==> src/mem_pkg.sv <==
// Main memory is word addressed, one access outstanding, fixed latency from start to done
`default_nettype none

package mem_pkg;

   // Word address covers tag, index and word select of the cache address
   localparam int MEM_ADDR_W = 15;

   // Word width must match the cache word
   localparam int MEM_DATA_W = 16;

   localparam int MEM_DEPTH = 2 ** MEM_ADDR_W;

   // Cycles from the start pulse to the done pulse
   localparam int MEM_LATENCY = 4;

   // Memory access kinds
   typedef enum logic {
      MEM_READ,
      MEM_WRITE
   } mem_op_t;

endpackage

`default_nettype wire

==> src/cache_pkg.sv <==
// Cache geometry assumes a 16-bit byte address with word-aligned accesses and four words per line
`default_nettype none

package cache_pkg;

   // Address split, most significant field first
   localparam int TAG_W = 5;
   localparam int INDEX_W = 8;
   localparam int OFFSET_W = 3;
   localparam int ADDR_W = TAG_W + INDEX_W + OFFSET_W;

   // Line shape
   localparam int WORD_W = 16;
   localparam int WORDS_PER_LINE = 4;
   localparam int WORD_SEL_W = $clog2(WORDS_PER_LINE);
   localparam int LINES = 2 ** INDEX_W;

   // Core access kinds
   // CMP_* act only on a valid tag match, FILL_WRITE loads a word of a new line
   // RAW_READ returns the stored word and tag without any compare
   typedef enum logic [1:0] {
      CMP_READ,
      CMP_WRITE,
      FILL_WRITE,
      RAW_READ
   } cache_op_t;

endpackage

`default_nettype wire
==> src/cache_ctrl.sv <==
// One request in flight, the response is held until taken, and a dirty victim is written back whole
`timescale 1ns/10ps
`default_nettype none

module cache_ctrl (
   input  logic                            clk,
   input  logic                            rst_n,
   input  logic                            req_valid,
   output logic                            req_ready,
   input  logic                            req_write,
   input  logic [cache_pkg::ADDR_W-1:0]    req_addr,
   input  logic [cache_pkg::WORD_W-1:0]    req_wdata,
   output logic                            resp_valid,
   input  logic                            resp_ready,
   output logic [cache_pkg::WORD_W-1:0]    resp_rdata,
   output logic                            resp_hit,
   output logic                            resp_err,
   output logic                            enable,
   output cache_pkg::cache_op_t            core_op,
   output logic [cache_pkg::TAG_W-1:0]     tag_in,
   output logic [cache_pkg::INDEX_W-1:0]   index,
   output logic [cache_pkg::OFFSET_W-1:0]  offset,
   output logic [cache_pkg::WORD_W-1:0]    data_in,
   input  logic [cache_pkg::TAG_W-1:0]     tag_out,
   input  logic [cache_pkg::WORD_W-1:0]    data_out,
   input  logic                            hit,
   input  logic                            dirty,
   input  logic                            valid,
   input  logic                            err,
   output logic                            mem_start,
   output mem_pkg::mem_op_t                mem_op,
   output logic [mem_pkg::MEM_ADDR_W-1:0]  mem_addr,
   output logic [mem_pkg::MEM_DATA_W-1:0]  mem_wdata,
   input  logic [mem_pkg::MEM_DATA_W-1:0]  mem_rdata,
   input  logic                            mem_done
);
   import cache_pkg::*;
   import mem_pkg::*;

   typedef enum logic [2:0] {
      IDLE,
      LOOKUP,
      WRITEBACK,
      FILL,
      RESPOND
   } ctrl_state_t;

   ctrl_state_t           state;
   logic                  req_write_q;
   logic [ADDR_W-1:0]     addr_q;
   logic [WORD_W-1:0]     wdata_q;
   logic                  first_q;
   logic                  mem_busy;
   logic [WORD_SEL_W-1:0] word_cnt;
   logic                  last_word;
   logic [WORD_W-1:0]     rdata_q;
   logic                  hit_q;
   logic                  err_q;
   logic [TAG_W-1:0]      req_tag;
   logic [INDEX_W-1:0]    req_index;

   assign req_tag = addr_q[ADDR_W-1 -: TAG_W];
   assign req_index = addr_q[OFFSET_W +: INDEX_W];
   assign last_word = (word_cnt == WORD_SEL_W'(WORDS_PER_LINE - 1));

   assign req_ready = (state == IDLE);
   assign resp_valid = (state == RESPOND);
   assign resp_rdata = rdata_q;
   assign resp_hit = hit_q;
   assign resp_err = err_q;

   assign tag_in = req_tag;
   assign index = req_index;

   // Core access per state, the fill write waits for the memory word
   always_comb begin
      enable = 1'b0;
      core_op = RAW_READ;
      offset = addr_q[OFFSET_W-1:0];
      data_in = wdata_q;
      case (state)
         LOOKUP: begin
            enable = 1'b1;
            core_op = req_write_q ? CMP_WRITE : CMP_READ;
         end
         WRITEBACK: begin
            enable = 1'b1;
            offset = {word_cnt, 1'b0};
         end
         FILL: begin
            enable = mem_done;
            core_op = FILL_WRITE;
            offset = {word_cnt, 1'b0};
            data_in = mem_rdata;
         end
         default: begin
         end
      endcase
   end

   // One start per word, the next only after done
   assign mem_start = ((state == WRITEBACK) || (state == FILL)) && !mem_busy;
   assign mem_op = (state == WRITEBACK) ? MEM_WRITE : MEM_READ;
   // Victim address comes from the stored tag
   assign mem_addr = (state == WRITEBACK) ? {tag_out, req_index, word_cnt}
                                          : {req_tag, req_index, word_cnt};
   assign mem_wdata = data_out;

   always_ff @(posedge clk) begin
      if (!rst_n) begin
         state <= IDLE;
         first_q <= 1'b0;
         mem_busy <= 1'b0;
         word_cnt <= '0;
      end else begin
         case (state)
            IDLE: begin
               if (req_valid) begin
                  state <= LOOKUP;
                  first_q <= 1'b1;
               end
            end
            LOOKUP: begin
               first_q <= 1'b0;
               if (err || hit) begin
                  state <= RESPOND;
               end else begin
                  word_cnt <= '0;
                  state <= (valid && dirty) ? WRITEBACK : FILL;
               end
            end
            WRITEBACK, FILL: begin
               if (!mem_busy) begin
                  mem_busy <= 1'b1;
               end else if (mem_done) begin
                  mem_busy <= 1'b0;
                  word_cnt <= word_cnt + 1'b1;
                  if (last_word) begin
                     // After the fill the lookup is repeated and now hits
                     state <= (state == WRITEBACK) ? FILL : LOOKUP;
                  end
               end
            end
            RESPOND: begin
               if (resp_ready) begin
                  state <= IDLE;
               end
            end
            default: state <= IDLE;
         endcase
      end
   end

   // Request capture and response fields
   always_ff @(posedge clk) begin
      if ((state == IDLE) && req_valid) begin
         req_write_q <= req_write;
         addr_q <= req_addr;
         wdata_q <= req_wdata;
      end
      if (state == LOOKUP) begin
         // Hit flag reflects the first lookup only
         if (first_q) begin
            hit_q <= hit && !err;
         end
         err_q <= err;
         rdata_q <= err ? '0 : (req_write_q ? wdata_q : data_out);
      end
   end

endmodule

`default_nettype wire

==> config.mk <==
export PLATFORM = sky130hd
export DESIGN_NAME = cache_ctrl
export DESIGN_NICKNAME = d
export VERILOG_FILES = /design/src/mem_pkg.sv /design/src/cache_pkg.sv /design/src/cache_ctrl.sv
export SDC_FILE = /design/constraint.sdc
export NUM_CORES = 1
export LEC_CHECK = 0
export ABC_CLOCK_PERIOD_IN_PS = 3800
export BUFFER_PORTS_ARGS = -buffer_cell sky130_fd_sc_hd__buf_2
export CORE_UTILIZATION = 45
export CTS_CLUSTER_DIAMETER = 100
export DETAILED_ROUTE_END_ITERATION = 10
export GPL_ROUTABILITY_DRIVEN = 0
export GPL_TIMING_DRIVEN = 0
export PLACE_DENSITY = 0.82
export SETUP_SLACK_MARGIN = 0.1
export SYNTH_ARGS = -nofsm -noshare
export SYNTH_HDL_FRONTEND = slang
export SYNTH_SLANG_ARGS = --single-unit
export TNS_END_PERCENT = 20
==> constraint.sdc <==
create_clock -name clk -period 3.8 [get_ports clk]
set_clock_uncertainty 0.05 [all_clocks]
set_input_delay 0.57 -clock clk [delete_from_list [all_inputs] [get_ports clk]]
set_output_delay 0.57 -clock clk [all_outputs]
set_load 0.05 [all_outputs]
==> results of run 1 <==
-- cell usage after synthesis (2+ instances only) --
cell type | n | area share (%)
inv_1 | 2 | 0.26
mux2i_1 | 18 | 6.3
buf_6 | 4 | 1.6
mux2_4 | 10 | 5.2
mux2_2 | 13 | 5.1
a21oi_1 | 4 | 0.70
edfxtp_1 | 51 | 53
nor3_1 | 2 | 0.35
buf_2 | 3 | 0.52
dfxtp_1 | 7 | 4.9
buf_4 | 38 | 9.9
nand2b_1 | 2 | 0.43
and2_1 | 3 | 0.65
nand2_1 | 6 | 0.78
nor2_1 | 26 | 3.4
nand3_1 | 2 | 0.35
nor2b_4 | 2 | 0.96
-- cells by family (layout without fill, tap and decap cells) --
group                    Yosys count  count (layout)  share of synthesized area [%]
AO/OA/AOI/OAI                     10              10                           2.61
adder cells (fa/ha/maj)            1               1                          0.434
buffers and inverters             48             230                           12.4
multiplexers                      41              41                           16.6
flip-flops                        58              58                           58.0
AND/OR/NAND/NOR                   53              53                           9.99
-- flip-flops by register name (all words and copies together), names as in the netlist, 2 cells and up --
signal      flops
resp_rdata     16
wdata_q        16
word_cnt        2
addr_q         16
state           3
-- routing by layer --
metal,vias to the layer above,global-route usage (%)
li1,1066,-
met1,958,23.6
met2,95,33.6
met3,14,4.00
met4,0,10.7
met5,-,0
-- per-stage QoR --
| step | instance area (um^2) | setup slack, ns | util (%) |
|---|---|---|---|
| 4_1_cts | 3980 | 1.29 | 65.7 |
| 2_1_floorplan | 2880 | 0.749 | - |
| 6_report | 3980 | 1.30 | 65.7 |
| 3_3_place_gp | 3800 | 1.40 | 62.8 |
| 3_5_place_dp | 3810 | 1.65 | 62.8 |
| 5_1_grt | 3980 | 1.22 | 65.7 |
-- worst min-delay path by stage --
stage | start | to | slack [ns]
after global placement | first_q | first_q | 0.41
after global routing | req_addr[12] | addr_q[12] | 0.35
after floorplan | first_q | first_q | 0.39
after CTS | req_addr[14] | addr_q[14] | 0.36
final | req_addr[14] | addr_q[14] | 0.37
after detailed placement | first_q | first_q | 0.42
-- cell type report --
| cell class | instances | area (um^2) |
|---|---|---|
| buffer | 46 | 349 |
| clock buffer | 12 | 135 |
| clock inverter | 4 | 42.5 |
| fill | 483 | 2080 |
| inverter | 2 | 7.51 |
| multi-input combinational | 105 | 853 |
| sequential | 58 | 1670 |
| tap | 75 | 93.8 |
| timing repair buffer | 166 | 831 |
-- critical path: cells and delay by family (launching register included) --
kind,cells,cell delay [ns]
buffers and inverters,3,0.59
DFF,1,0.32
and+or+nand+nor,2,0.32
muxes,1,0.31
-- report_power, final --
part           internal (W)  switching [W]
sequential         0.000766      0.0000223
clock              0.000298       0.000227
combinational      0.000178       0.000413
total               0.00124       0.000663
==> results.py, run 1 <==
metrics = {
    "timing": {
        "slew_headroom_pct": 48.4,
        "rsz0062_at_grt": "false",
        "fmaxAchievable_ghz": 0.401,
        "tns_ns": 0,
        "worst_pin_slew_ns": 0.774,
        "finalCritPeriodShare_pct": 65.7,
        "period_needed_ns": 2.50,
        "drv_slew": 0,
        "setup_viol": 0,
        "whs_ns": 0.365,
        "hold_viol": 0,
    },
    "global_routing": {
        "grt_antenna_before_repair": 0,
        "grt_pass1_wl_mm": 9.60,
        "grt_max_degree": 34,
        "grt_overflow_total": 0,
        "grt_pass1_vias": 2037,
        "track_usage_pct": 19.9,
    },
    "layout": {
        "layout_common_cells": "buf_2 (169), edfxtp_1 (51), buf_4 (38)",
        "fin_nets": 468,
        "final_common_cell": "buf_2",
        "drive_gt1_share_pct": 64.6,
        "syn_to_final_growth_pct": 38.3,
        "antenna_cells": 0,
        "stdcell_count": 468,
    },
    "logic_synthesis": {
        "synth.distinct_cells": 35,
        "synth.cell_area_um2": 2880,
        "synth_nets": 291,
        "synthArstFlopShare_pct": 0,
        "seq_area_frac_synth_pct": 58.0,
        "syn_area_per_cell_um2": 13.7,
        "synth_seq_cells": 58,
        "synthCells": 211,
        "synthFlopType": "edfxtp_1",
        "synth-edff-count": 51,
        "yosys_warnings": 0,
    },
    "setup_path": {
        "cpMaxStageDelayCell": "dfxtp_1",
        "cp.required_ns": 3.18,
        "crit_start": "state[0]",
        "r2r_cells": 3,
        "slowest_delay_ns": 0.32,
        "path_cells": "buf_4 > nor2b_4 > nand2_4 > buf_6 > mux2_4 > buf_2",
        "path_class": "reg -> out",
        "r2r_start": "state[1]",
        "reg2reg_slack_ns": 1.89,
        "critPathMaxFanout": 10,
        "r2r-end": "wdata_q[11]",
        "endpoint": "data_in[9]",
        "startpoint_type": "register",
        "worst_setup_path_end_kind": "output pin",
        "critPathArrivalTime_ns": 1.88,
    },
    "routing": {
        "dr_wl_met2_mm": 3.38,
        "wire_per_inst_um": 13.9,
        "drcViolationCount": 0,
        "first_iter_violations": 72,
        "wl_met1_mm": 2.62,
        "num_vias": 2133,
        "wl_met3_um": 360,
        "top_layer_used": "met4",
        "ant_nets": 0,
        "routed_wl_mm": 6.50,
        "post_drt_via_cell_ratio": 4.56,
        "dr.pass1.iters": 4,
    },
    "cts": {
        "cts_hold_buf": 0,
        "cts_setup_buffers": 0,
        "clk_latency_ns": 0.32,
        "htreeDepth": 3,
        "cts_sinks": 58,
        "cts_max_path_buffers": 2,
        "cts_resized": 0,
        "cts_tree": "built",
        "clk_pin_slew_ns": 0.07,
        "cts_buffers": 9,
        "root_buffer": "clkbuf_8",
    },
    "floorplan": {
        "initial_utilization_pct": 47.5,
        "coreArea_um2": 6060,
        "rows": 28,
        "dieArea_um2": 6720,
        "ios": 167,
        "fp.dieW_um": 82.0,
        "die_h_um": 82.0,
    },
    "run": {
        "cap_violations": 0,
    },
    "power": {
        "finalPower_w": 0.00191,
        "power_density_nw_per_um2": 478,
        "p_leak_nw": 1.94,
        "ir_drop_uv": 250,
    },
    "place": {
        "place_inst": 452,
        "io_buffers": 166,
        "dp_hpwl_mm": 4.97,
    },
    "run_status": {
        "status": "complete, no violations",
    },
    "min_path": {
        "hold_path_depth": 1,
        "hold_class": "in -> reg",
    },
}
Note: power is estimated with default switching activity, not from simulation.
==> run 2: changes to the inputs <==
ABC_CLOCK_PERIOD_IN_PS = 2400   (was 3800)
CORE_UTILIZATION = 44   (was 45)
PLACE_DENSITY = 0.8   (was 0.82)
clock period = 2.4 ns   (was 3.8 ns; I/O delays follow)
==> results.py, run 2 (same netlist as run 1, synthesis figures left out) <==
metrics = {
    "cts": {
        "clk_pin_slew_ns": 0.07,
        "cts_buffers": 9,
        "htreeDepth": 3,
        "cts_sinks": 58,
        "root_buffer": "clkbuf_8",
        "cts_max_path_buffers": 2,
        "cts_tree": "built",
        "clk_latency_ns": 0.32,
    },
    "global_routing": {
        "grt_max_degree": 34,
        "track_usage_pct": 19.3,
        "grt_antenna_before_repair": 0,
        "grt_pass1_wl_mm": 10.3,
        "grt_overflow_total": 0,
        "grt_pass1_vias": 2222,
    },
    "place": {
        "dp_hpwl_mm": 5.07,
        "placed_area_um2": 3810,
        "pre_cts_ws_ns": 0.445,
        "io_buffers": 166,
        "place_inst": 454,
    },
    "floorplan": {
        "ios": 167,
        "fp.dieW_um": 82.9,
        "rows": 29,
        "dieArea_um2": 6870,
        "initial_utilization_pct": 45.4,
        "die_h_um": 82.9,
        "coreArea_um2": 6350,
    },
    "layout": {
        "drive_gt1_share_pct": 65.6,
        "fin_area_um2": 4060,
        "fin_nets": 470,
        "layout_common_cells": "buf_2 (165), edfxtp_1 (51), buf_4 (42)",
        "utilization_pct": 63.9,
        "antenna_cells": 0,
        "final_common_cell": "buf_2",
        "stdcell_count": 472,
        "syn_to_final_growth_pct": 40.9,
    },
    "setup_path": {
        "critPathMaxFanout": 10,
        "r2r_cells": 4,
        "cp.required_ns": 1.99,
        "critPathArrivalTime_ns": 1.80,
        "worst_setup_path_end_kind": "output pin",
        "startpoint_type": "register",
        "path_class": "reg -> out",
    },
    "timing": {
        "tns_ns": 0,
        "setup_viol": 0,
        "hold_viol": 0,
        "rsz0062_at_grt": "true",
        "worst_pin_slew_ns": 0.810,
        "period_needed_ns": 2.21,
        "finalCritPeriodShare_pct": 92.1,
        "drv_slew": 0,
        "slew_headroom_pct": 46.0,
        "fin_ws_ns": 0.190,
        "fmaxAchievable_ghz": 0.453,
    },
    "min_path": {
        "hold_path_depth": 1,
        "hold_class": "in -> reg",
    },
    "power": {
        "power_density_nw_per_um2": 775,
        "ir_drop_uv": 433,
        "p_leak_nw": 1.98,
    },
    "routing": {
        "routed_wl_mm": 6.57,
        "ant_nets": 0,
        "drcViolationCount": 0,
        "first_iter_violations": 71,
        "num_vias": 2185,
        "dr.pass1.iters": 6,
        "post_drt_via_cell_ratio": 4.63,
        "wire_per_inst_um": 13.9,
    },
    "run": {
        "cap_violations": 0,
    },
    "run_status": {
        "status": "complete, no violations",
    },
}
## run 2: changes by cell type in the layout (fill, tap and decap cells not counted)
| cell | before | now |
|---|---|---|
| buf_12 | 0 | 1 |
| buf_2 | 169 | 165 |
| buf_4 | 38 | 42 |
| bufinv_16 | 1 | 2 |
| clkbuf_1 | 4 | 1 |
| clkbuf_4 | 0 | 1 |
| clkinv_1 | 2 | 3 |
| clkinvlp_4 | 0 | 1 |
| nor3_1 | 2 | 1 |
| nor3_2 | 0 | 1 |
## run 2: through the flow
step,total power [W],hold WS [ns]
2_1_floorplan,0.00198,0.393
3_3_place_gp,0.00220,0.406
6_report,0.00314,0.159
3_5_place_dp,0.00221,0.423
4_1_cts,0.00316,0.144
5_1_grt,0.00326,0.136
## run 2: repair_timing
action                     in CTS  in global routing
hold buffers                    0                  0
setup endpoints to repair      10                 11
gates resized for setup         3                  5
setup buffers                   0                  2
## run 2: worst paths after layout
path | startpoint | to | slack [ns]
setup / recovery | state[2] | mem_addr[12] | 0.19
hold / removal | req_addr[4] | addr_q[4] | 0.16
setup reg to reg | state[0] | addr_q[8] | 0.48
hold reg to reg | first_q | first_q | 0.43
## run 2: critical path, cell delays in order, from the launching register on
cell,delay [ns]
dfxtp_1,0.31
buf_6,0.14
nand2b_4,0.14
buf_6,0.14
nor2_4,0.17
mux2_2,0.36
buf_2,0.21
## run 2: area by class of cell
cell class                      instances  area (um^2)
Tap cell                               77         96.3
Fill cell                             501         2290
Clock inverter                          7         83.8
Buffer                                 46          362
Timing Repair Buffer                  168          856
Inverter                                2         7.51
Clock buffer                            9          124
Multi-Input combinational cell        105          858
Sequential cell                        58         1670
## run 2: routing by layer
metal	GRT usage, %	vias up	wire length (um)
met1	21.8	1020	2660
met2	34.9	83	3450
li1	-	1068	-
met3	3.88	14	335
met5	0	-	0
met4	8.78	0	132
## run 2: power by group
part	internal [W]	leakage [nW]	total [W]	switching (W)
registers	0.00121	0.542	0.00125	0.0000403
clock network	0.000572	0.102	0.000944	0.000372
logic	0.000293	1.33	0.000947	0.000654
==> run 3: changes to the inputs <==
ABC_AREA = 1   (was not set)
PLACE_DENSITY = 0.81   (was 0.8)
==> results.py, run 3 <==
metrics = {
    "min_path": {
        "holdPathEnd": "wdata_q[2]",
        "hold_path_depth": 1,
        "hold_start": "req_wdata[2]",
        "hold_class": "in -> reg",
    },
    "logic_synthesis": {
        "muxShareOfSynthArea_pct": 7.62,
        "synth_nets": 339,
        "synth.cell_area_um2": 2860,
        "seq_area_frac_synth_pct": 58.5,
        "synth.top_cell.area_share_pct": 53.6,
        "synth-compound-area-share_pct": 5.43,
        "synthFlopType": "edfxtp_1",
        "synth_top_family_by_area": "buffers and inverters",
        "synth_seq_cells": 58,
        "synthArstFlopShare_pct": 0,
        "synth_xor_area_share_pct": 0,
        "synth-simple-area-share_pct": 13.8,
        "synth_common_cells": "nand2_1 (68), edfxtp_1 (51), buf_4 (37)",
        "yosysMostFrequentCell": "nand2_1",
        "synth-edff-count": 51,
        "yosys_warnings": 0,
        "synth_adder_area_share_pct": 0.438,
        "synth.distinct_cells": 27,
        "syn_area_per_cell_um2": 11.0,
        "synthCells": 259,
        "yosys.area.top_type": "edfxtp_1",
        "ys_top_cells_by_area": "edfxtp_1 (54%), buf_4 (9.7%), nand2_1 (8.9%)",
    },
    "setup_path": {
        "r2r_cells": 4,
        "crit_family": "simple AND/OR/NAND/NOR gates",
        "startpoint_type": "register",
        "path_class": "reg -> out",
        "path_cells": "inv_4 > nand2_1 > nor2_4 > inv_1 > buf_2",
        "slowest_delay_ns": 0.45,
        "worst-path-buf-inv": 3,
        "cpMaxStageDelayCell": "nor2_4",
        "r2r-end": "wdata_q[10]",
        "r2r_start": "state[0]",
        "critical_path_depth": 5,
        "reg2reg_slack_ns": 0.50,
        "critPathMaxFanout": 20,
        "critPathArrivalTime_ns": 1.75,
        "worst_setup_path_end_kind": "output pin",
        "cp.required_ns": 1.99,
    },
    "cts": {
        "root_buffer": "clkbuf_8",
        "htreeDepth": 3,
        "clk_pin_slew_ns": 0.08,
        "cts_tree": "built",
        "cts_sinks": 58,
        "clk_latency_ns": 0.33,
        "cts_max_path_buffers": 2,
        "cts_setup_buffers": 0,
        "cts_buffers": 9,
    },
    "timing": {
        "slew_headroom_pct": 38.4,
        "drv_slew": 0,
        "period_needed_ns": 2.16,
        "rsz0062_at_grt": "true",
        "fmaxAchievable_ghz": 0.463,
        "hold_viol": 0,
        "tns_ns": 0,
        "whs_ns": 0.150,
        "worst_pin_slew_ns": 0.922,
        "setup_viol": 0,
        "finalCritPeriodShare_pct": 89.9,
    },
    "power": {
        "p_leak_nw": 1.99,
        "power_density_nw_per_um2": 1350,
        "ir_drop_uv": 737,
    },
    "global_routing": {
        "grt_max_degree": 35,
        "grt_antenna_before_repair": 0,
        "grt_overflow_total": 0,
        "grt_pass1_vias": 2259,
        "grt_pass1_wl_mm": 10.6,
        "track_usage_pct": 21.8,
    },
    "routing": {
        "num_vias": 2376,
        "wire_per_inst_um": 13.8,
        "dr.pass1.iters": 4,
        "drcViolationCount": 0,
        "first_iter_violations": 118,
        "ant_nets": 0,
        "post_drt_via_cell_ratio": 4.60,
        "routed_wl_mm": 7.13,
    },
    "floorplan": {
        "dieArea_um2": 6820,
        "rows": 28,
        "ios": 167,
        "die_h_um": 82.6,
        "coreArea_um2": 6100,
        "fp.dieW_um": 82.6,
        "initial_utilization_pct": 46.9,
    },
    "layout": {
        "final.fill_count": 509,
        "drive_gt1_share_pct": 57.4,
        "layout_common_cells": "buf_2 (169), nand2_1 (68), edfxtp_1 (51)",
        "fin_nets": 516,
        "antenna_cells": 0,
        "utilization_pct": 66.0,
        "final_common_cell": "buf_2",
        "syn_to_final_growth_pct": 40.8,
    },
    "place": {
        "dp_hpwl_mm": 5.57,
        "io_buffers": 166,
    },
    "run_status": {
        "status": "complete, no violations",
    },
    "run": {
        "cap_violations": 0,
    },
}
## run 3: cell count changes in the layout (fill, tap and decap cells not counted), moves of 4 or more
| cell | previous run | this run |
|---|---|---|
| buf_2 | 165 | 169 |
| inv_1 | 2 | 14 |
| mux2_2 | 13 | 6 |
| nand2_1 | 6 | 68 |
| buf_4 | 42 | 37 |
| a21oi_1 | 4 | 23 |
| nor2_1 | 26 | 11 |
| mux2i_1 | 18 | 0 |
## run 3: how the worst max path moves through the flow
stage | start | end | slack [ns]
detailed placement | state[2] | core_op[1] | 0.27
global placement | state[0] | addr_q[9] | 0.002
CTS | req_write_q | core_op[0] | 0.21
finish | state[2] | core_op[1] | 0.24
floorplan | state[0] | enable | 0.37
global route | state[2] | core_op[1] | 0.09
## run 3: power breakdown
group | internal (W) | total, W | leakage (nW) | switching, W
Sequential | 0.00149 | 0.00162 | 0.543 | 0.000133
Combinational | 0.000694 | 0.00279 | 1.34 | 0.00210
Clock | 0.000591 | 0.00101 | 0.106 | 0.000417
## run 3: logic make-up (layout without fill, tap and decap cells)
logic type	count (synthesis)	count (layout)
simple gates	92	92
buf+inv	63	245
fa+ha+maj	1	1
flops	58	58
mux	16	16
compound gates	29	29
## run 3: through the flow
| stage | setup WS (ns) | area, um^2 | cells | power, W |
|---|---|---|---|---|
| floorplan | 0.372 | 2860 | 259 | 0.00382 |
| global route | 0.0852 | 4020 | 516 | 0.00568 |
| finish | 0.242 | 4020 | 516 | 0.00542 |
| detailed placement | 0.265 | 3790 | 500 | 0.00443 |
| CTS | 0.213 | 4020 | 516 | 0.00545 |
| global placement | 0.00216 | 3780 | 500 | 0.00436 |
## run 3: metal layers
layer | track usage, % | share of wire [%] | vias up
met5 | 0 | 0 | -
met4 | 10.9 | 1.7 | 0
met3 | 5.38 | 6.7 | 12
met2 | 38.4 | 52 | 105
met1 | 24.4 | 40 | 1071
li1 | - | - | 1188
## run 3: cell type report
cell class              count  area (um^2)  share of cell area, %
clock buffers               9          124                   3.08
flip-flops and latches     58         1670                   41.6
clock inverters             7          101                   2.52
well taps                  75         93.8                   2.33
repair buffers            166          831                   20.7
plain buffers              45          334                   8.30
inverters                  18         73.8                   1.84
multi-input cells         138          793                   19.7
## run 3: what timing repair did
| action | CTS | global route |
|---|---|---|
| cloned | 0 | 0 |
| resized for setup | 1 | 1 |
| endpoints found under the setup margin | 1 | 2 |
| hold buffers | 0 | 0 |
## run 3: worst register-to-register path: cells and delay by family, from the launching register on
kind	cells	cell delay (ns)
buffers and inverters	1	0.13
AND/OR/NAND/NOR	3	1.01
flip-flops	1	0.31
